==> config.mk <==
export PLATFORM = sky130hd
export DESIGN_NAME = free_id_list
export DESIGN_NICKNAME = d
export VERILOG_FILES = /design/src/free_id_list.sv
export VERILOG_INCLUDE_DIRS = /design/src
export SDC_FILE = /design/constraint.sdc
export NUM_CORES = 1
export LEC_CHECK = 0
export ABC_AREA = 1
export BUFFER_PORTS_ARGS = -buffer_cell sky130_fd_sc_hd__clkbuf_2
export CAP_MARGIN = 20
export CORE_UTILIZATION = 30
export DETAILED_ROUTE_END_ITERATION = 6
export GPL_ROUTABILITY_DRIVEN = 0
export MAX_ROUTING_LAYER = met4
export SKIP_CTS_REPAIR_TIMING = 1
export SYNTH_ARGS = -nofsm -noshare
export SYNTH_HDL_FRONTEND = slang
export SYNTH_SLANG_ARGS = --single-unit
==> constraint.sdc <==
create_clock -name clk -period 5.34 [get_ports clk]
set_clock_uncertainty 0.2 [all_clocks]
set_input_delay 0.534 -clock clk [delete_from_list [all_inputs] [get_ports clk]]
set_output_delay 0.534 -clock clk [all_outputs]
set_load 0.01 [all_outputs]
==> src/pktbuf_defines.svh <==
`ifndef PKTBUF_DEFINES_SVH
`define PKTBUF_DEFINES_SVH

// ethernet stream word
`define ETH_DWIDTH 512
`define ETH_EWIDTH 6

// packet slots and flits per slot
`define PKT_AWIDTH 3
`define PKT_SLOT_BITS 5

// flit address into the packet buffer
`define PKTBUF_AWIDTH (`PKT_AWIDTH + `PKT_SLOT_BITS)

`define NUM_PKTS (1 << `PKT_AWIDTH)

// sop, eop, empty and data as stored
`define FLIT_WIDTH (`ETH_DWIDTH + `ETH_EWIDTH + 2)

`endif
==> src/free_id_list.sv <==
`include "pktbuf_defines.svh"
`timescale 1ns/1ps
`default_nettype none

module free_id_list (
    input  logic                   clk,
    input  logic                   rst,

    input  logic                   alloc,
    output logic [`PKT_AWIDTH-1:0] free_id,
    output logic                   free_valid,

    input  logic                   free_push,
    input  logic [`PKT_AWIDTH-1:0] free_push_id
);

    localparam int DEPTH = `NUM_PKTS;

    logic [`PKT_AWIDTH-1:0] ids [DEPTH];
    logic [`PKT_AWIDTH-1:0] head;
    logic [`PKT_AWIDTH-1:0] tail;
    logic [`PKT_AWIDTH:0]   count;
    logic                   pop;

    assign free_valid = (count != '0);
    assign free_id    = ids[head];

    // a pop needs an id on hand
    assign pop = alloc & free_valid;

    always_ff @(posedge clk) begin
        if (rst) begin
            head  <= '0;
            // list starts full, so tail wraps back to slot 0
            tail  <= '0;
            count <= DEPTH[`PKT_AWIDTH:0];
        end else begin
            if (pop) begin
                head <= head + 1'b1;
            end
            if (free_push) begin
                tail <= tail + 1'b1;
            end
            case ({free_push, pop})
                2'b10:   count <= count + 1'b1;
                2'b01:   count <= count - 1'b1;
                default: count <= count;
            endcase
        end
    end

    // id storage, each slot loaded with its own index at reset
    always_ff @(posedge clk) begin
        if (rst) begin
            for (int i = 0; i < DEPTH; i++) begin
                ids[i] <= i[`PKT_AWIDTH-1:0];
            end
        end else if (free_push) begin
            ids[tail] <= free_push_id;
        end
    end

endmodule

`default_nettype wire

* Yosys cells after proc, flatten, opt, wreduce, memory -nomap -nowiden
Memories as Yosys holds them, arrays and structs flattened. A register that Yosys moved wholly into a read port is not among the register bits. Cells that the tools add are included.
Storage, ports and cells: memories kept 1, logic and storage cells 25, output and inout bits 4, RAM bits 24, bits in registers 10, input bits 7
Cells by class: bitwise gates (word level) 1, $add $sub $neg 4, eq/ne operators 2, mux-type cells 11, reductions and logical operators 3
Memories:
- ids | depth 8, bits a word 3, rd ports 1, clocked after memory_dff 1, wr ports 8, line free_id_list.sv:19 | logic [`PKT_AWIDTH-1:0] ids [DEPTH];
Operators by type and width (number):
- two-way mux 3 bit | 4
- case mux 4 bit (2 select lines) | 1
- adder 3 x 1 -> 3 bit (second input constant) | 2
- two-way mux 1 bit | 6
- adder 4 x 1 -> 4 bit (second input constant) | 1
- nonzero test 4 bit | 1
- subtractor 4 x 1 -> 4 bit (second input constant) | 1
- OR reduction 3 bit | 1
- == test 2 x 1 -> 1 bit (second input constant) | 1
- == test 2 bit (second input constant) | 1
- nonzero test 2 bit | 1
- bitwise AND 1 bit | 1

* Depth between registers and ports, before layout
word-level depth 5, gate-level depth with buffers 13, mapped depth without buffers 13

* Least setup slack after synthesis
OpenSTA, ideal clock, no wires.
kind reg2reg, start point register count[0], end point register count[2], clock period less this slack 1921 ps, buffers on the path 0, stages on the path, launching flop included 14, data required time 5025 ps, arrival time 1606 ps, path slack 3419 ps, library setup time 115 ps, cells stage by stage dfxtp_1 nor2_1 nand2_1 nand2_1 inv_2 ha_1 inv_1 nand2_1 nand2_1 ha_1 a21oi_1 xnor2_1 o21ai_0 inv_1
Between the ends: cells in the longest elaborated chain, start to end 4, elaborated cells on any way between the ends 8, those cells by class add/sub (2); eq/ne (2); mux (1); bitwise (1); reduce/logical (2)
RTL lines:
- from (decl) | line free_id_list.sv:22 | logic [`PKT_AWIDTH:0] count;
- from (signal assigned) | line free_id_list.sv:36 | count <= DEPTH[`PKT_AWIDTH:0];
- from (signal assigned) | line free_id_list.sv:45 | 2'b10: count <= count + 1'b1;
- from (signal assigned) | line free_id_list.sv:46 | 2'b01: count <= count - 1'b1;
- nonzero test 4 bit * | line free_id_list.sv:25 | assign free_valid = (count != '0);
- net free_valid | line free_id_list.sv:11 | output logic free_valid,
- bitwise AND 1 bit * | line free_id_list.sv:29 | assign pop = alloc & free_valid;
- == test 2 x 1 -> 1 bit or == test 2 bit (tied branches) | line free_id_list.sv:44 | case ({free_push, pop})
- case mux 4 bit (2 select lines) or nonzero test 2 bit (tied branches)
The timed path passes the listed nets; every way through them passes the cells marked *. A chain may end at the register's enable or synchronous reset.

==> results.cfg <==
[cells_and_area]
drive_above_1_share = 0.122
final_cells = 294
fillers = 597
nets = 233
area_growth_pct = 11.7
finalInstanceArea_mm2 = 0.00199
num_antenna_cells = 0

[status]
status = completed

[placed_design]
hpwl_mm = 2.42
post-place-cells = 286
placed_cell_area_mm2 = 0.00190
port_buffers = 10

[power_and_ir_drop]
swShare = 0.268
internal_power_w = 0.000467
seqPwrFrac = 0.535
powerDensity_mw_per_mm2 = 321
p_leak_nw = 0.802
clockPowerShare = 0.302
p_comb_frac = 0.163
peakVddDrop_v = 0.000167
switchingPower_w = 0.000171

[cts]
cts.sinks = 37
cts_max_path_buffers = 2
cts_inserted_buffers = 5
clk_latency_ns = 0.27
htree_levels = 2
cts_tree = built
clk_pin_slew_ns = 0.06
cts-root-buf = clkbuf_8

[synthesis]
synthTopCellsByCount = nand2_1, nor2_1, o21ai_0
synth.net_count = 220
synth_edf_count = 24
yosysTopAreaCell = edfxtp_1
yosys_warnings = 0
ys.flop_type = edfxtp_1
synth_area_leaders = edfxtp_1, dfxtp_1, nand2_1, nor2_1, o21ai_0
synth_cells = 208
netlist_area_mm2 = 0.00178
avgSynthCellArea_um2 = 8.55
ys_ff_latch = 37
yosysMostFrequentCell = nand2_1
yosysUniqueCellTypes = 20
async_flop_share = 0
synth-seq-area-share = 0.551
synth_top_cell_area_share = 0.405

[sta]
finalHoldViolations = 0
tightestPinTransition_ns = 0.472
setup_viol = 0
relSlewSlack = 0.685
grt_setup_unrepaired = no
period_needed_ns = 2.33
drv_slew = 0
fin_crit_sh = 0.436
max_freq_ghz = 0.430
fin_setup_tns_ns = 0

[floorplanning]
io_pins = 11
num_rows = 27
die_w_um = 79.0
dieArea_mm2 = 0.00624
start_util = 0.317
die_h_um = 79.0
core-area_mm2 = 0.00561

[global_route]
overflow = 0
antenna_found_initial = 0
grt_usage = 0.121
grt_max_degree = 16
grt_pass1_wl_mm = 5.44
grt_pass1_vias = 1161

[critical_path]
crit_path_max_fanout = 13
max_stage_delay_ns = 0.52
cpLargestDelayFamily = flip-flops
endpoint_kind = output pin
path_buf_inv = 2
crit_arrival_ns = 1.59
cp_data_required_time_ns = 4.61
crit_path_start_kind = register
path_class = reg2out
path_cells = inv_1, o21ai_0, o21ai_0, nand2_1, nand2_1, clkbuf_2
cp_slowest_cell = dfxtp_1
r2r_slack_ns = 3.31

[route]
drt_wl_total_mm = 3.22
viasPerCell = 4.44
first_iter_violations = 93
ant_nets = 0
wire_per_inst_um = 11.0
vias = 1306
dr.pass1.iters = 5
drcViolationCount = 0

[hold_path]
min_path_type = reg2reg

[run]
max-cap-violations = 0
## path summary, 6_finish.rpt
path / startpoint / end / cells past startpoint
worst max-delay path: register / free_id[1] / 6
worst min-delay path: head[2]$_SDFFE_PP0N_ / head[2]$_SDFFE_PP0N_ / 2
worst max register to register: count[0]$_SDFFE_PP0P_ / count[2]$_SDFFE_PP0P_ / 13
worst min register to register: head[2]$_SDFFE_PP0N_ / head[2]$_SDFFE_PP0N_ / 2
## layer usage
layer | global-route usage | share of wire | up-vias
met5 | - | 0 | -
met4 | 0.0382 | 0.012 | 0
met3 | 0.0425 | 0.061 | 2
met2 | 0.158 | 0.41 | 42
met1 | 0.173 | 0.52 | 565
li1 | - | - | 697
## layout by cell type (no fill, tap or decap), drive strengths merged
cell type	instances
nand2	45
nand3	9
inv	24
edfxtp	24
dfxtp	13
ha	5
nor2	47
clkbuf	18
xnor2	2
xor2	1
o21ai	26
nand3b	1
a21oi	7
## worst reg2reg max path, stage by stage, from the launching register on
cell     delay (ns)
dfxtp_1        0.40
nor2_1         0.06
nand2_1        0.08
nand2_1        0.07
inv_2          0.13
ha_1           0.22
inv_1          0.05
nand2_1        0.05
nand2_1        0.07
ha_1           0.18
a21oi_1        0.14
xnor2_1        0.09
o21ai_0        0.14
inv_1          0.05
## logic make-up (layout without fill, tap and decap cells)
group,Yosys count,in the layout,synth area share
AOI/OAI and AO/OA,33,33,0.0928
xor gates and xnor gates,3,3,0.0148
buffers and inverters,28,42,0.0633
adders and majority gates,5,5,0.0352
and+or+nand+nor,102,102,0.243
DFF,37,37,0.551
## state kept, by name, summed over array words and instances (netlist names), named ones only
register and flops:
ids 24, count 4, head 3, tail 3
## final cells by class
| class | count | area, um^2 | share of cell area |
|---|---|---|---|
| Clock buffer | 8 | 90.1 | 0.0453 |
| Inverter | 24 | 90.1 | 0.0453 |
| Timing Repair Buffer | 10 | 50.0 | 0.0252 |
| Sequential cell | 37 | 981 | 0.494 |
| Multi-Input combinational cell | 143 | 686 | 0.345 |
| Tap cell | 72 | 90.1 | 0.0453 |
## power by group through the flow
stage	registers (W)	logic, W	clock network (W)
CTS	0.000342	0.000105	0.000199
global placement	0.000348	0.000103	0
floorplan	0.000340	0.0000851	0
detailed placement	0.000348	0.000104	0
finish	0.000342	0.000104	0.000193
global route	0.000345	0.000121	0.000214
## stage by stage
step	total power, W	worst slack [ns]	hold WS [ns]	utilization
2_1_floorplan	0.000425	3.42	0.233	-
3_3_place_gp	0.000451	3.23	0.254	0.338
3_5_place_dp	0.000452	3.22	0.259	0.338
4_1_cts	0.000645	2.99	0.275	0.354
5_1_grt	0.000680	2.80	0.300	0.354
6_report	0.000638	3.01	0.268	0.354
Note: power is estimated with default switching activity, not from simulation.
