==> config.mk <==
export PLATFORM = sky130hd
export DESIGN_NAME = pkt_release
export DESIGN_NICKNAME = d
export VERILOG_FILES = /design/src/pktbuf_pkg.sv /design/src/pkt_release.sv
export VERILOG_INCLUDE_DIRS = /design/src
export SDC_FILE = /design/constraint.sdc
export NUM_CORES = 1
export LEC_CHECK = 0
export ABC_AREA = 1
export BUFFER_PORTS_ARGS = -buffer_cell sky130_fd_sc_hd__buf_2
export CAP_MARGIN = 20
export CORE_AREA = 10 10 409 411
export DETAILED_ROUTE_END_ITERATION = 6
export DIE_AREA = 0 0 419 421
export PLACE_DENSITY = 0.3
export SETUP_SLACK_MARGIN = 0.3
export SYNTH_ARGS = -nofsm -noshare
export SYNTH_HDL_FRONTEND = slang
export SYNTH_SLANG_ARGS = --single-unit
==> constraint.sdc <==
create_clock -name clk -period 2.6 [get_ports clk]
set_clock_uncertainty 0.1 [all_clocks]
set_input_delay 0.52 -clock clk [delete_from_list [all_inputs] [get_ports clk]]
set_output_delay 0.52 -clock clk [all_outputs]
set_load 0.005 [all_outputs]
==> src/pktbuf_defines.svh <==
`ifndef PKTBUF_DEFINES_SVH
`define PKTBUF_DEFINES_SVH

// ethernet stream word
`define ETH_DWIDTH 512
`define ETH_EWIDTH 6

// packet slots and flits per slot
`define PKT_AWIDTH 3
`define PKT_SLOT_BITS 5

// flit address into the packet buffer
`define PKTBUF_AWIDTH (`PKT_AWIDTH + `PKT_SLOT_BITS)

`define NUM_PKTS (1 << `PKT_AWIDTH)

// sop, eop, empty and data as stored
`define FLIT_WIDTH (`ETH_DWIDTH + `ETH_EWIDTH + 2)

`endif
==> src/pktbuf_pkg.sv <==
`include "pktbuf_defines.svh"
`default_nettype none

package pktbuf_pkg;

    // decoded view of one stored flit
    typedef struct packed {
        logic                   sop;
        logic                   eop;
        logic [`ETH_EWIDTH-1:0] empty;
        logic [`ETH_DWIDTH-1:0] data;
    } flit_fields_t;

    // same word, raw as the buffer holds it
    typedef union packed {
        logic [`FLIT_WIDTH-1:0] raw;
        flit_fields_t           f;
    } flit_t;

    // handed to the parser with the header flit
    typedef struct packed {
        logic [`PKT_AWIDTH-1:0]    pkt_id;
        logic [`PKT_SLOT_BITS-1:0] flits;
    } metadata_t;

endpackage

`default_nettype wire

==> src/pkt_release.sv <==
`include "pktbuf_defines.svh"
`timescale 1ns/1ps
`default_nettype none

module pkt_release (
    input  logic                      clk,
    input  logic                      rst,

    input  logic                      release_valid,
    input  logic [`PKT_AWIDTH-1:0]    release_id,
    input  logic [`PKT_SLOT_BITS-1:0] release_flits,
    output logic                      release_busy,

    output logic                      rd_en,
    output logic [`PKTBUF_AWIDTH-1:0] rd_addr,
    input  pktbuf_pkg::flit_t         rd_data,

    output logic                      out_sop,
    output logic                      out_eop,
    output logic                      out_valid,
    output logic [`ETH_DWIDTH-1:0]    out_data,
    output logic [`ETH_EWIDTH-1:0]    out_empty,

    output logic                      free_push,
    output logic [`PKT_AWIDTH-1:0]    free_push_id
);

    logic                      start;
    logic                      valid_d;
    logic [`PKT_SLOT_BITS-1:0] remaining;
    logic [`PKT_AWIDTH-1:0]    cur_id;

    // commands during a release are ignored
    assign start = release_valid & ~release_busy;

    // control path
    always_ff @(posedge clk) begin
        if (rst) begin
            release_busy <= 1'b0;
            rd_en        <= 1'b0;
            valid_d      <= 1'b0;
            free_push    <= 1'b0;
        end else begin
            // rd_data shows up one cycle after the read
            valid_d   <= rd_en;
            free_push <= 1'b0;
            if (free_push) begin
                release_busy <= 1'b0;
            end
            if (start) begin
                release_busy <= 1'b1;
                rd_en        <= (release_flits != '0);
                // empty release just returns the id
                free_push    <= (release_flits == '0);
            end else if (rd_en && remaining == `PKT_SLOT_BITS'(1)) begin
                // last read issued, push lines up with the last flit out
                rd_en     <= 1'b0;
                free_push <= 1'b1;
            end
        end
    end

    // address walk and flit count
    always_ff @(posedge clk) begin
        if (start) begin
            rd_addr   <= {release_id, {`PKT_SLOT_BITS{1'b0}}};
            remaining <= release_flits;
            cur_id    <= release_id;
        end else if (rd_en) begin
            rd_addr   <= rd_addr + 1'b1;
            remaining <= remaining - 1'b1;
        end
    end

    assign free_push_id = cur_id;

    // decode stored flit onto the stream
    assign out_valid = valid_d;
    assign out_sop   = valid_d & rd_data.f.sop;
    assign out_eop   = valid_d & rd_data.f.eop;
    assign out_data  = rd_data.f.data;
    assign out_empty = rd_data.f.empty;

endmodule

`default_nettype wire

# After elaboration in Yosys (flattened, before gate mapping)
# Index checks and enable logic that the tools add are counted.
[totals]
register_bits = 20
[classes]
add_sub_neg = 2
eq_ne = 1
muxes = 10
bitwise_logic = 4
reduce_logical = 6
[op_table]
columns = ["cell", "n"]
rows = [
  ["$mux W8", 2],
  ["$mux W5", 2],
  ["$add A8 B1 Y8 const B", 1],
  ["$mux W1", 6],
  ["$reduce_bool A2 Y1", 3],
  ["$eq A5 B1 Y1 const B", 1],
  ["$logic_not A5 Y1", 1],
  ["$reduce_bool A5 Y1", 1],
  ["$sub A5 B1 Y5 const B", 1],
  ["$and A1 B1 Y1", 3],
  ["$logic_and A1 B1 Y1", 1],
  ["$not A1 Y1", 1],
]

# Depth between registers and ports, before layout
[logic_depth]
word_depth = 4
ltp_mapped = 6
mapped_depth_nobuf = 6

# Least setup slack after synthesis
# No wires, ideal clock.
[synth_path]
path_kind = "input -> register"
start = "input release_valid"
end = "register remaining[0] (data pin)"
setup_ns = 0.261
arrival_ns = 0.910
setup_slack_ns = 1.329
stages = 4
cell_sequence = "inv_2 > nor2_4 > buf_4 > o21ai_0"
[synth_between]
elab_chain_len = 2
[synth_rtl]
columns = ["element", "line", "text"]
rows = [
  ["from (decl)", "pkt_release.sv:9", "input logic release_valid,"],
  ["$and A1 B1 Y1", "pkt_release.sv:34", "assign start = release_valid & ~release_busy;"],
  ["via start", "pkt_release.sv:28", "logic start;"],
  ["$mux W5", "pkt_release.sv:65", "if (start) begin"],
  ["to (signal assigned)", "pkt_release.sv:67", "remaining <= release_flits;"],
  ["to (signal assigned)", "pkt_release.sv:71", "remaining <= remaining - 1'b1;"],
  ["to (decl)", "pkt_release.sv:30", "logic [`PKT_SLOT_BITS-1:0] remaining;"],
]
# The timed path passes the listed nets, and every way through them passes these cells.
# A chain may end at the register's enable or synchronous reset.

# Worst setup path after layout
[layout_path]
start = "register cur_id[2], in the netlist free_push_id[2]"
end = "output free_push_id[2]"
[layout_rtl]
columns = ["element", "line", "text"]
rows = [
  ["from (decl)", "pkt_release.sv:31", "logic [`PKT_AWIDTH-1:0] cur_id;"],
  ["from (signal assigned)", "pkt_release.sv:68", "cur_id <= release_id;"],
  ["to (decl)", "pkt_release.sv:25", "output logic [`PKT_AWIDTH-1:0] free_push_id"],
]
# No word-level cell between the ends.

==> impl_results.md <==
* Initial antenna violation count at 5
* FF+latch count, synth at 20
* Commonest non-fill, non-tap cell in the layout: nand2_1
* DIE AREA at 176400 um^2
* GR met1 Demand/Resource at 0.02877
* Cell type with the highest aggregate area in the netlist: buf_4
* Setup bufs post-CTS at 0
* CP max stage delay at 0.54 ns
* Fin crit share at 0.6489
* Max cap viols at 0
* Drt via density at 0.8444
* Row count at 147
* P&R area growth vs syn at -21.21%
* Critical path type: reg -> out
* Setup crit end kind: primary output
* Clk slew on worst S/H paths at 0.07 ns
* Top Usage Layer GRT: met3
* CP Buf/Inv Count at 1
* Critical Path AT at 1.07 ns
* Setup TNS at 0 ns
* All-Layer GR Usage at 0.09356
* Crit-path leading delay family: flip-flops
* Largest net degree at the start of global routing at 18
* Met3 Use GR at 0.1880
* Seq/Total Area, Yosys at 0.1045
* Critical-path maximum fanout at 1
* P_leak at 0.6245 nW
* DRC at 0
* CP Launch Type: register
* H-tree level count at 1
* Top cell type's share of synthesized area at 0.7978
* Final Hold Fails at 0
* First-pass GRT wire length at 92010 um
* Finish-stage setup viols at 0
* Worst-margin pin slew at 0.4377 ns
* CTS root buffer: clkbuf_16
* Fill cells at 18950
* Slew HR at 0.7075
* Worst hold path class: in -> reg
* Final instance area at 3847 um^2
* Routed wire length at 86790 um
* Core Area at 159500 um^2
* Synth top area cells: buf_4, edfxtp_1, dfxtp_1
* Slowest CP cell: edfxtp_1
* Net Count, Synth at 1175
* Cell Pwr Density at 278.6 nW/um^2
* Iteration-0 DRC Markers at 77
* Wirelength per Cell at 38.69 um
* Total grt overflow at 0
* Num ports at 1066
* Gate Count Post-Synth at 641
* Worst vdd rail ir drop at 0.1930 mV
* Core Util, Final at 0.02413
* Commonest non-fill, non-tap cells in the layout: nand2_1, buf_2, nor2_1
* Clock Tree Buf Depth at 2
* Die Y at 421 um
* Worst-path cell chain: buf_2
* Routed Antenna Nets at 0
* Skew-Pair Late Insertion Delay at 0.27 ns
* RePlAce Congestion at 0.7963
* Hold Buf Count CTS at 0
* Avg Inst Size Synth at 7.618 um^2
* CTS resizes at 0
* Fin nets at 690
* Vias at 1894
* Die W at 419 um
* Min Tclk post-route at 1.687 ns
* Hold WS at 0.3767 ns
* DP Wirelength at 84840 um
* Vias in the first global route at 1947
* Pre-antenna DRT Iters at 4
* Met2 usage at 0.1455
* Total CTS buffers at 3
* Unrepaired setup endpoints after global routing: false
* Status: completed
* CTS tree: yes
* Maximum clock rate at 0.5927 GHz
* Final Max Tran Viols at 0
* Initial Utilization at 0.03062
* Post-Syn Area at 4883 um^2
* Post-synth cell types at 20
* Post-DP Area at 3742 um^2
* CTS sink count at 20
* YS warnings at 0
* IO buf count at 29
* Share of cells above drive strength 1 at 0.2710
* Crit path required time at 1.98 ns
==> cell type report <==
cell class | count | area (um^2) | area share
multi-input cells | 85 | 412.9 | 0.1073
repair buffers | 29 | 145.1 | 0.03772
inverters | 17 | 63.81 | 0.01659
diodes | 2 | 5.005 | 0.001301
flip-flops and latches | 20 | 510.5 | 0.1327
clock buffers | 4 | 100.1 | 0.02602
well taps | 2086 | 2610 | 0.6784
==> power breakdown <==
group	internal (W)	total (W)	switching, W	leakage (nW)
combinational	0.0000679	0.000231	0.000163	0.392
clock	0.000268	0.000410	0.000143	0.0493
sequential	0.000384	0.000431	0.0000473	0.183
total	0.000719	0.00107	0.000353	0.625
==> cell usage after synthesis (all sizes together) <==
| master | n |
|---|---|
| ha | 3 |
| a21boi | 1 |
| inv | 17 |
| o21bai | 1 |
| nand3 | 11 |
| xnor2 | 1 |
| edfxtp | 11 |
| nor3 | 2 |
| dfxtp | 9 |
| a21oi | 5 |
| nand2 | 38 |
| nor2 | 19 |
| o21a | 1 |
| buf | 519 |
| o21ai | 3 |
==> per-layer routing <==
metal / up-vias / routed length, um
li1: 458 / -
met3: 102 / 37150
met5: - / 199
met4: 6 / 2131
met2: 735 / 38230
met1: 593 / 9076
==> per-stage QoR <==
step	cells	total power (W)	setup WS, ns
final	2243	0.001072	0.9129
after global routing	2243	0.001141	0.8570
after CTS	2241	0.001106	0.8655
after detailed placement	2237	0.0006922	0.9161
after global placement	2237	0.0006947	0.9214
after floorplan	641	0.001164	1.329
==> registers in the layout, indices dropped and copies added (netlist names) <==
register      count
rd_addr           8
remaining         5
free_push_id      3
free_push         1
out_valid         1
rd_en             1
release_busy      1
==> cell families after synthesis <==
| logic type | after synthesis | synth area share |
|---|---|---|
| flops | 20 | 0.1045 |
| fa+ha+maj | 3 | 0.007687 |
| buf+inv | 536 | 0.8109 |
| xor+xnor | 1 | 0.001794 |
| simple gates | 70 | 0.06226 |
| compound gates | 11 | 0.01281 |
==> worst paths after layout <==
| check | start | to | slack, ns | depth (start not counted) |
|---|---|---|---|---|
| hold reg to reg | rd_addr[0] | rd_addr[0] | 0.42 | 1 |
| hold / removal | release_id[0] | free_push_id[0] | 0.38 | 1 |
| setup reg to reg | rd_addr[0] | rd_addr[6] | 1.23 | 6 |
| setup / recovery | free_push_id[2] | free_push_id[2] | 0.91 | 1 |
Power figures use the tool's default switching activity.
