`src/pktbuf_defines.svh`:
```
`ifndef PKTBUF_DEFINES_SVH
`define PKTBUF_DEFINES_SVH

// ethernet stream word
`define ETH_DWIDTH 512
`define ETH_EWIDTH 6

// packet slots and flits per slot
`define PKT_AWIDTH 3
`define PKT_SLOT_BITS 5

// flit address into the packet buffer
`define PKTBUF_AWIDTH (`PKT_AWIDTH + `PKT_SLOT_BITS)

`define NUM_PKTS (1 << `PKT_AWIDTH)

// sop, eop, empty and data as stored
`define FLIT_WIDTH (`ETH_DWIDTH + `ETH_EWIDTH + 2)

`endif
```
`src/pktbuf_pkg.sv`:
```
`include "pktbuf_defines.svh"
`default_nettype none

package pktbuf_pkg;

    // decoded view of one stored flit
    typedef struct packed {
        logic                   sop;
        logic                   eop;
        logic [`ETH_EWIDTH-1:0] empty;
        logic [`ETH_DWIDTH-1:0] data;
    } flit_fields_t;

    // same word, raw as the buffer holds it
    typedef union packed {
        logic [`FLIT_WIDTH-1:0] raw;
        flit_fields_t           f;
    } flit_t;

    // handed to the parser with the header flit
    typedef struct packed {
        logic [`PKT_AWIDTH-1:0]    pkt_id;
        logic [`PKT_SLOT_BITS-1:0] flits;
    } metadata_t;

endpackage

`default_nettype wire

```
`src/input_comp.sv`:
```
`include "pktbuf_defines.svh"
`timescale 1ns/1ps
`default_nettype none

module input_comp (
    input  logic                      clk,
    input  logic                      rst,

    input  logic                      eth_sop,
    input  logic                      eth_eop,
    input  logic [`ETH_DWIDTH-1:0]    eth_data,
    input  logic [`ETH_EWIDTH-1:0]    eth_empty,
    input  logic                      eth_valid,

    output logic [`PKTBUF_AWIDTH-1:0] pkt_buffer_address,
    output logic                      pkt_buffer_write,
    output pktbuf_pkg::flit_t         pkt_buffer_writedata,

    input  logic [`PKT_AWIDTH-1:0]    emptylist_out_data,
    input  logic                      emptylist_out_valid,
    output logic                      emptylist_out_ready,

    output logic                      pkt_sop,
    output logic                      pkt_eop,
    output logic                      pkt_valid,
    output logic [`ETH_DWIDTH-1:0]    pkt_data,
    output logic [`ETH_EWIDTH-1:0]    pkt_empty,

    output logic                      meta_valid,
    output pktbuf_pkg::metadata_t     meta_data
);

    import pktbuf_pkg::*;

    logic                      accept;
    logic [`PKTBUF_AWIDTH-1:0] addr_r;
    logic                      write_r;
    flit_t                     wdata_r;
    logic [`PKT_AWIDTH-1:0]    current_id;
    logic [`PKT_SLOT_BITS-1:0] flit_cnt;
    logic [`PKT_SLOT_BITS-1:0] cur_count;

    // flits are dropped while no id is free
    assign accept = eth_valid & emptylist_out_valid;

    assign emptylist_out_ready = eth_valid & eth_sop;

    // header goes out as a one-flit packet
    assign pkt_empty = '0;

    // count including the flit on the bus now
    assign cur_count = eth_sop ? `PKT_SLOT_BITS'(1) : flit_cnt + 1'b1;

    // stage one control
    always_ff @(posedge clk) begin
        if (rst) begin
            write_r <= 1'b0;
        end else begin
            write_r <= accept;
        end
    end

    // stage one address and data
    always_ff @(posedge clk) begin
        if (accept) begin
            wdata_r.f.sop   <= eth_sop;
            wdata_r.f.eop   <= eth_eop;
            wdata_r.f.empty <= eth_empty;
            wdata_r.f.data  <= eth_data;
            if (eth_sop) begin
                // slot base is id * 32
                addr_r     <= {emptylist_out_data, {`PKT_SLOT_BITS{1'b0}}};
                current_id <= emptylist_out_data;
            end else begin
                addr_r <= addr_r + 1'b1;
            end
        end
    end

    // stage two, lands in memory one edge later
    always_ff @(posedge clk) begin
        if (rst) begin
            pkt_buffer_write <= 1'b0;
        end else begin
            pkt_buffer_write <= write_r;
        end
    end

    always_ff @(posedge clk) begin
        pkt_buffer_address   <= addr_r;
        pkt_buffer_writedata <= wdata_r;
    end

    // header and metadata strobes
    always_ff @(posedge clk) begin
        if (rst) begin
            pkt_valid  <= 1'b0;
            pkt_sop    <= 1'b0;
            pkt_eop    <= 1'b0;
            meta_valid <= 1'b0;
            flit_cnt   <= '0;
        end else begin
            pkt_valid  <= accept & eth_eop;
            pkt_sop    <= accept & eth_eop;
            pkt_eop    <= accept & eth_eop;
            meta_valid <= accept & eth_eop;
            if (accept) begin
                flit_cnt <= eth_eop ? '0 : cur_count;
            end
        end
    end

    always_ff @(posedge clk) begin
        if (accept & eth_eop) begin
            // single-flit packet has no latched id yet
            meta_data.pkt_id <= eth_sop ? emptylist_out_data : current_id;
            meta_data.flits  <= cur_count;
        end
        // only the first flit is treated as header
        if (eth_valid & eth_sop) begin
            pkt_data <= eth_data;
        end
    end

endmodule

`default_nettype wire

```
`config.mk`:
```
export PLATFORM = sky130hd
export DESIGN_NAME = input_comp
export DESIGN_NICKNAME = d
export VERILOG_FILES = /design/src/pktbuf_pkg.sv /design/src/input_comp.sv
export VERILOG_INCLUDE_DIRS = /design/src
export SDC_FILE = /design/constraint.sdc
export NUM_CORES = 1
export LEC_CHECK = 0
export ABC_CLOCK_PERIOD_IN_PS = 17300
export BUFFER_PORTS_ARGS = -buffer_cell sky130_fd_sc_hd__buf_4
export CAP_MARGIN = 5
export CORE_AREA = 4 4 614 616
export DETAILED_ROUTE_END_ITERATION = 7
export DIE_AREA = 0 0 618 620
export GPL_TIMING_DRIVEN = 0
export HOLD_SLACK_MARGIN = 0.15
export PLACE_DENSITY_LB_ADDON = 0.15
export SYNTH_ARGS = -nofsm -noshare
export SYNTH_HDL_FRONTEND = slang
export SYNTH_SLANG_ARGS = --single-unit
```
`constraint.sdc`:
```
create_clock -name clk -period 17.3 [get_ports clk]
set_input_delay 1.73 -clock clk [delete_from_list [all_inputs] [get_ports clk]]
set_output_delay 1.73 -clock clk [all_outputs]
set_load 0.02 [all_outputs]
```
# [Word-level counts from Yosys, hierarchy flattened]
# Cells that the tools add are included.
# Widths: inputs -> output; s select.
[word_totals] ff_bits=1587 elab_cells=22 input_bits=527 out_inout_bits=1060
[op_classes] n_bitwise=3 mux=4 n_addsub=2
[op_table] op="$mux 5" count=2
[op_table] op="$add 8x1->8 const B" count=1
[op_table] op="$mux 8" count=1
[op_table] op="$add 5x1->5 const B" count=1
[op_table] op="$and 1x1->1" count=3
[op_table] op="$mux 3" count=1

# [Longest topological paths before layout]
# Gate-level depths: netlist of run 1.
[depth] depth_word=3 ltp_mapped=4 mapped_depth_nobuf=4

# [Worst setup path after synthesis of run 1]
# Ideal clock, no wire load.
[synth_timing] kind="input -> output" start="input port eth_sop" end="output port emptylist_out_ready" arrival_time_ns=13.708 cell_stages=3 path_slack_ns=1.862 path_buffers=2 required_ns=15.570 cell_sequence="buf_2 > buf_2 > and2_1"
[synth_between] elab_chain_len=1
[synth_rtl] item="from (decl)" line_no="input_comp.sv:9" text="input logic eth_sop,"
[synth_rtl] item="$and 1x1->1" line_no="input_comp.sv:46" text="assign emptylist_out_ready = eth_valid & eth_sop;"
[synth_rtl] item="to (decl)" line_no="input_comp.sv:21" text="output logic emptylist_out_ready,"
# No other way between the ends.

# [Worst setup path in the final report of run 1]
# Same ends and word-level chain as after synthesis.

==> results by group, run 1 <==
Clock tree
  – CTS tree: done
  – Clock buffer depth: 4
  – Post-CTS Setup Bufs: 0
  – CTS Hold Bufs: 0
  – Reg clk slew, reported paths: 60 ps
  – CTS root buf: clkbuf_16
  – # resized after CTS: 0
  – CTS sink count: 1,587
  – Inserted Clock Buffers: 200
  – Clk_lat worst skew: about 870 ps
  – H-tree levels: 4

Worst setup path
  – CP Cell Sequence: buf_4 > buf_2 > buf_2 > and2_4 > buf_16 > buf_4
  – WS Path Type: in2out
  – CP max stage delay: approximately 460 ps
  – Reg2reg start: flit_cnt[0]$_SDFFE_PP0P_
  – Crit path required time: 15,570 ps
  – Worst Path Buf+Inv: 5
  – FF-to-FF setup slack: between 15,000 and 20,000 ps
  – Critical path launch point type: input port
  – Critical path arrival: 3490 ps
  – Nature of the critical path endpoint: output pin
  – Slowest CP cell: and2_4
  – R2R depth: 4
  – CP Max Fanout: 54
  – Worst Setup SP: eth_sop
  – CP delay by family, top: buffers and inverters
  – R2r endpoint: flit_cnt[4]$_SDFFE_PP0P_

STA
  – Minimum clock period: roughly 5200 ps
  – Measured slew at the worst slew-check pin: 839.5 ps
  – Slew Viols, Final: 0
  – Fin Setup TNS: 0 ps
  – Final Hold Fails: 0
  – Max frequency: 0.1915 GHz
  – Post-route clock skew: 52.46 ps
  – Slew HR: 0.4403
  – Final worst path period share: 0.3019
  – Hold Slack: 297.0 ps
  – Final Setup Violations: 0
  – RSZ-0062 raised after global routing: false

Routing
  – Vias per cell: 2.658
  – WL per Instance: 25.28 um
  – Pre-antenna DRT Iters: 5
  – Final WL: 218,200 um
  – Routed Antenna Nets: 0
  – DR vias: 22.94k
  – DRT iter0 DRCs: 1,156
  – Drt drc: 0

GRT
  – Initial antenna violation count: 50
  – Overall Global Routing Usage: 0.1076
  – Gr ovfl total: 0
  – Global-route wire length before repair: 268,800 um
  – Vias in the first global route: 24.15k
  – Largest net degree at the start of global routing: 97

Worst hold path
  – HP Class: reg2reg
  – Worst Hold Launch: wdata_r[322]$_DFFE_PP_
  – Hold Path Sink: pkt_buffer_writedata[322]$_DFF_P_
  – Hold-critical path depth: 0

Yosys
  – Number of cells produced by synthesis: 1,673
  – YS warnings: 0
  – Synth area leaders: edfxtp_1 (74%), dfxtp_1 (25%), buf_4 (0.16%), nor2b_1 (0.10%), nand3_1 (0.094%)
  – Share of the synthesized area in the top cell type: 0.7373
  – #FFs+latches synth: between 1.5k and 2k
  – Mapped cell area: 0.04281 sq mm
  – Synth top cells by count: edfxtp_1 (1,051), dfxtp_1 (536), buf_4 (9)
  – Post-synth ARST share: 0
  – Post-synthesis sequential area ratio: 0.9879
  – Area leader, netlist: edfxtp_1
  – Syn avg cell area: 25.59 sq um
  – Unique masters post-synth: 27
  – Ys flop type: edfxtp_1
  – Most frequent cell after synthesis: edfxtp_1
  – EDFF count, synth: 1,051

Floorplanning
  – Die Area: 0.3832 sq mm
  – Die H: 620 um
  – Initial Util: 0.1153
  – Io pins: 1,587
  – Die X: 618 um
  – Rows: between 200 and 250
  – Area of the core: approximately 0.37 sq mm

Run status
  – Status: complete, no violations

Final layout
  – Post-Layout Cell Count: between 8k and 9k
  – Synth-to-Final Area Change: 59.33%
  – NumNets Final: between 4k and 5k
  – Share of cells above drive strength 1: 0.5230

Power and ir drop
  – Power density over cell area: 139.5 mW/mm^2
  – Total Power: 0.009515 W
  – Pleak: 25.67 nW
  – VDD IR max: approximately 0.00007 V

Placement
  – Placer's final routability congestion estimate: ~0.8
  – PortBufs: 1,580
  – Post-placement cell count: 8,248
  – Dpl hpwl: 174,500 um

Job
  – Max Cap Violations: 0
cell families (layout without fill, tap and decap cells):
| kind of cell | Yosys count | in the layout | synth area share |
|---|---|---|---|
| DFF | 1587 | 1587 | 0.9879 |
| and+or+nand+nor | 44 | 44 | 0.005525 |
| buffers and inverters | 17 | 1987 | 0.002513 |
| AOI/OAI and AO/OA | 16 | 16 | 0.002134 |
| xor gates and xnor gates | 6 | 6 | 0.001228 |
| adders and majority gates | 2 | 2 | 0.0005845 |
| other | 1 | 16 | 0.00008760 |
how the worst max path moves through the flow:
stage | to | slack [ps] | cells after the start
floorplan | emptylist_out_ready | 1860 | 3
global placement | emptylist_out_ready | -11590 | 5
detailed placement | emptylist_out_ready | 11990 | 6
CTS | emptylist_out_ready | 12000 | 6
global route | emptylist_out_ready | 11930 | 6
finish | emptylist_out_ready | 12080 | 6
flip-flops by register name (all words and copies together) (netlist names):
register / count
addr_r: 8
pkt_buffer_write: 1
meta_valid: 1
pkt_buffer_address: 8
wdata_r: 520
pkt_data: 512
write_r: 1
meta_data: 8
pkt_buffer_writedata: 520
current_id: 3
flit_cnt: 5
worst reg2reg max path: cells and delay by family (launching register included):
| family | cells | cell delay (ps) |
|---|---|---|
| and+or+nand+nor | 2 | 620 |
| DFF | 1 | 410 |
| adders and majority gates | 1 | 240 |
| AOI/OAI and AO/OA | 1 | 140 |
area by class of cell:
cell class              instances  area (sq um)
plain buffers                  12         88.84
well taps                    4972          6221
repair buffers               1598         12360
multi-input cells              74         430.4
flip-flops and latches       1587         42290
fillers                     40101        303200
diodes                         10         25.02
inverters                       5         26.28
clock inverters                89          1180
clock buffers                 283          5587
layout by cell type, fill, tap and decap left out, types with 3 or more instances in the layout:
cell type,instances
clkinv_4,5
clkinv_2,12
inv_8,3
clkbuf_1,56
clkinv_16,4
buf_16,18
inv_1,4
conb_1,6
clkbuf_16,200
diode_2,10
o21ai_1,6
or4_1,5
nor2b_1,7
a21oi_1,5
nor2_1,8
edfxtp_1,1051
buf_4,1589
nand2_1,8
bufinv_16,20
xor2_1,4
clkbuf_8,27
nand3_1,8
inv_6,6
dfxtp_1,536
clkinvlp_4,15
inv_16,3
clkinv_1,20
routing by layer:
| layer | part of all wire | vias up | global-route usage |
|---|---|---|---|
| li1 | - | 9990 | - |
| met1 | 0.37 | 11604 | 0.1189 |
| met2 | 0.50 | 1035 | 0.1851 |
| met3 | 0.10 | 291 | 0.04974 |
| met4 | 0.028 | 18 | 0.02991 |
| met5 | 0.00058 | - | 0 |
metrics by stage:
stage          instance area [sq um]  utilization  setup slack, ps
2_1_floorplan                  42830            -             1862
3_3_place_gp                   60910       0.1640           -11590
3_5_place_dp                   61410       0.1654            11990
4_1_cts                        68180       0.1836            12000
5_1_grt                        68190       0.1836            11930
6_report                       68210       0.1837            12080
report_power, final:
| group | total, W | internal (W) | switching (W) |
|---|---|---|---|
| registers | 0.00440 | 0.00431 | 0.0000829 |
| clock network | 0.00433 | 0.00257 | 0.00176 |
| logic | 0.000789 | 0.000285 | 0.000504 |
| total | 0.00951 | 0.00716 | 0.00235 |
(Power assumes the default switching activity.)
==> run 2, diff against run 1 <==
Settings changed: ABC_AREA set to 1, ABC_CLOCK_PERIOD_IN_PS 17300 to 4700.
Clock period 17.3 ns to 4.7 ns, I/O delays scaled along.
==> run 2 against run 1 <==
Die area unchanged. Cell area increased by 7.7%. Wire length rose by 1.0%. Clock skew down 21 ps. Global-route usage increased by 0.12 points. Synthesized area barely moved. Clock power rose to 3.5 times the previous value. Power grew to 3.7 times the previous value. Synthesized cell count rose by 0.96%. Critical endpoint unchanged. Largest power group unchanged.
==> results by group, run 2 <==
Worst setup path
  – CP Max Fanout: 34
  – Critical path launch point type: input port
  – WS Path Type: in2out
  – Slowest CP cell: dlygate4sd3_1
  – CP max stage delay: roughly 530 ps
  – CP Cell Sequence: dlygate4sd3_1 > buf_4 > buf_12 > nand2_4 > clkinvlp_4 > buf_12 > buf_12 > buf_12 > buf_4
  – Worst Path Buf+Inv: 8
  – CP delay by family, top: buffers and inverters
  – Most frequent CP cell: buf_12
  – Crit path required time: 4230 ps
  – Nature of the critical path endpoint: output pin
  – Critical path arrival: 2940 ps

GRT
  – Largest net degree at the start of global routing: 37
  – Gr ovfl total: 0
  – Global-route wire length before repair: 275,700 um
  – Vias in the first global route: 26.75k
  – Overall Global Routing Usage: 0.1089
  – Initial antenna violation count: 48

Routing
  – WL per Instance: 23.98 um
  – Pre-antenna DRT Iters: 4
  – Vias per cell: 2.727
  – Drt drc: 0
  – Routed Antenna Nets: 0
  – DRT iter0 DRCs: 1,247
  – DR vias: 25.07k
  – Final WL: roughly 220,000 um

Floorplanning
  – Io pins: approximately 1.6k
  – Rows: 224
  – Die Area: around 0.38 sq mm
  – Die X: 618 um
  – Die H: 620 um
  – Area of the core: about 0.37 sq mm
  – Initial Util: 0.1153

Yosys
  – Most frequent cell after synthesis: edfxtp_1
  – #FFs+latches synth: 1,587
  – Unique masters post-synth: 23
  – Area leader, netlist: edfxtp_1
  – Post-synthesis sequential area ratio: 0.9874
  – Syn avg cell area: 25.36 sq um
  – Mapped cell area: 0.04283 sq mm
  – Synth top cells by count: edfxtp_1 (1,051), dfxtp_1 (536), nand2_1 (30), inv_1 (14), nor2_1 (10)
  – EDFF count, synth: 1,051
  – Share of the synthesized area in the top cell type: 0.7369
  – YS warnings: 0
  – Number of cells produced by synthesis: around 1.7k
  – Ys flop type: edfxtp_1
  – Synth area leaders: edfxtp_1 (74%), dfxtp_1 (25%), nand2_1 (0.26%), buf_4 (0.16%), inv_1 (0.12%)
  – Post-synth ARST share: 0

STA
  – Final Hold Fails: 0
  – Slew HR: 0.5294
  – Max frequency: between 0.2 and 0.3 GHz
  – Slew Viols, Final: 0
  – Final worst path period share: 0.7252
  – Final Setup Violations: 0
  – RSZ-0062 raised after global routing: false
  – Measured slew at the worst slew-check pin: roughly 700 ps
  – Post-route clock skew: 31.91 ps
  – Hold Slack: 319.7 ps
  – Minimum clock period: 3409 ps

Worst hold path
  – HP Class: reg2reg

Placement
  – Placement Cell Area: 0.06171 sq mm
  – PortBufs: ~1.6k
  – Post-placement cell count: 8,282
  – Dpl hpwl: 177,300 um
  – Placer's final routability congestion estimate: 0.8050

Power and ir drop
  – Gate power share: 0.097
  – Pleak: 27.99 nW
  – Sw Pwr: 0.008762 W
  – Int Power: 0.02603 W
  – Sequential power share: 0.465
  – Power density over cell area: ~470 mW/mm^2
  – VDD IR max: about 0.00033 V
  – Sw Share: 0.2518
  – Clk pwr share: 0.438

Job
  – Max Cap Violations: 0

Clock tree
  – CTS tree: done
  – CTS root buf: clkbuf_16
  – H-tree levels: 4
  – Clock buffer depth: 4
  – Inserted Clock Buffers: 200
  – Clk_lat worst skew: 860 ps
  – Post-CTS Setup Bufs: 0
  – Reg clk slew, reported paths: 60 ps
  – CTS sink count: 1,587
  – # resized after CTS: 0

Final layout
  – Most frequent cells in the layout: buf_4 (1,588), edfxtp_1 (1,051), dfxtp_1 (536)
  – Register area: between 0.04 and 0.05 sq mm
  – Fillcell total: 39.91k
  – Post-Layout Cell Count: 9,193
  – Final instance area: ~0.073 sq mm
  – Biggest regs: pkt_buffer_writedata x520, wdata_r x520, pkt_data x512
  – Synth-to-Final Area Change: 71.58%
  – Share of cells above drive strength 1: 0.4628
  – Multi-input logic area: 420.4 sq um
  – Leading cell type in the layout, fill and taps excluded: buf_4
  – Final core occ: 0.1979
  – NumNets Final: 4,568

Run status
  – Status: complete, no violations
==> run 2: changes by cell type after synthesis, moves of 3 or more <==
cell     change
a21oi_1      +3
nor2b_1      -7
xor2_1       -4
nand2_1     +22
o21ai_1      -6
inv_1       +10
or4_1        -5
==> run 2: power groups by stage <==
| stage | sequential [W] | clock [W] | combinational [W] |
|---|---|---|---|
| detailed placement | 0.0165 | 0 | 0.00306 |
| floorplan | 0.0173 | 0 | 0.000155 |
| global route | 0.0163 | 0.0166 | 0.00355 |
| finish | 0.0162 | 0.0153 | 0.00336 |
| global placement | 0.0168 | 0 | 0.00299 |
| CTS | 0.0162 | 0.0161 | 0.00351 |
==> run 2: layout make-up <==
class,count,area share
Buffer,12,0.001396
Clock buffer,272,0.07590
Tap cell,4972,0.08465
Multi-Input combinational cell,80,0.005721
Antenna cell,14,0.0004767
Timing Repair Buffer,2143,0.2433
Sequential cell,1587,0.5755
Inverter,15,0.0009364
Clock inverter,98,0.01219
==> run 2: metal layers <==
metal / share of wire / global-route usage / vias up
met1: 0.37 / 0.1190 / 12573
met4: 0.034 / 0.03446 / 8
li1: - / - / 11102
met3: 0.10 / 0.05116 / 313
met2: 0.49 / 0.1858 / 1069
met5: 0.00072 / 0.002248 / -
==> run 2: worst paths after layout <==
check,from,endpoint,slack [ps],cells after the start
worst max register to register,addr_r[0]$_SDFFCE_PP0P_,addr_r[6]$_DFFE_PP_,3290,5
worst min-delay path,wdata_r[162]$_DFFE_PP_,pkt_buffer_writedata[162]$_DFF_P_,320,0
worst max-delay path,eth_sop,emptylist_out_ready,1290,9
worst min register to register,wdata_r[162]$_DFFE_PP_,pkt_buffer_writedata[162]$_DFF_P_,320,0
==> run 2: cells by family after synthesis <==
family / Yosys count / synth area share
flip-flops: 1587 / 0.9874
AO/OA/AOI/OAI: 15 / 0.001987
XOR/XNOR: 1 / 0.0002045
adder cells (fa/ha/maj): 2 / 0.0005842
other: 1 / 0.00008755
buffers and inverters: 27 / 0.003622
AND/OR/NAND/NOR: 56 / 0.006135
==> run 2: stage by stage <==
stage | power [W] | setup slack (ps) | TNS, ps
2_1_floorplan | 0.01743 | -4228 | -4364050
3_3_place_gp | 0.01976 | -12640 | -
3_5_place_dp | 0.01955 | 900.6 | 0
4_1_cts | 0.03578 | 1241 | 0
5_1_grt | 0.03645 | 1189 | 0
6_report | 0.03480 | 1291 | 0
==> run 2: what timing repair did <==
action                      CTS  global route
hold buffers                527             0
hold endpoints to repair   1065             0
setup endpoints to repair     0             0
==> run 2: worst reg2reg max path: stages, from the launching register on <==
cell and delay, ps:
edfxtp_1 460, ha_1 260, nand3_1 130, nor2_1 80, a21oi_1 170, o21ai_2 60
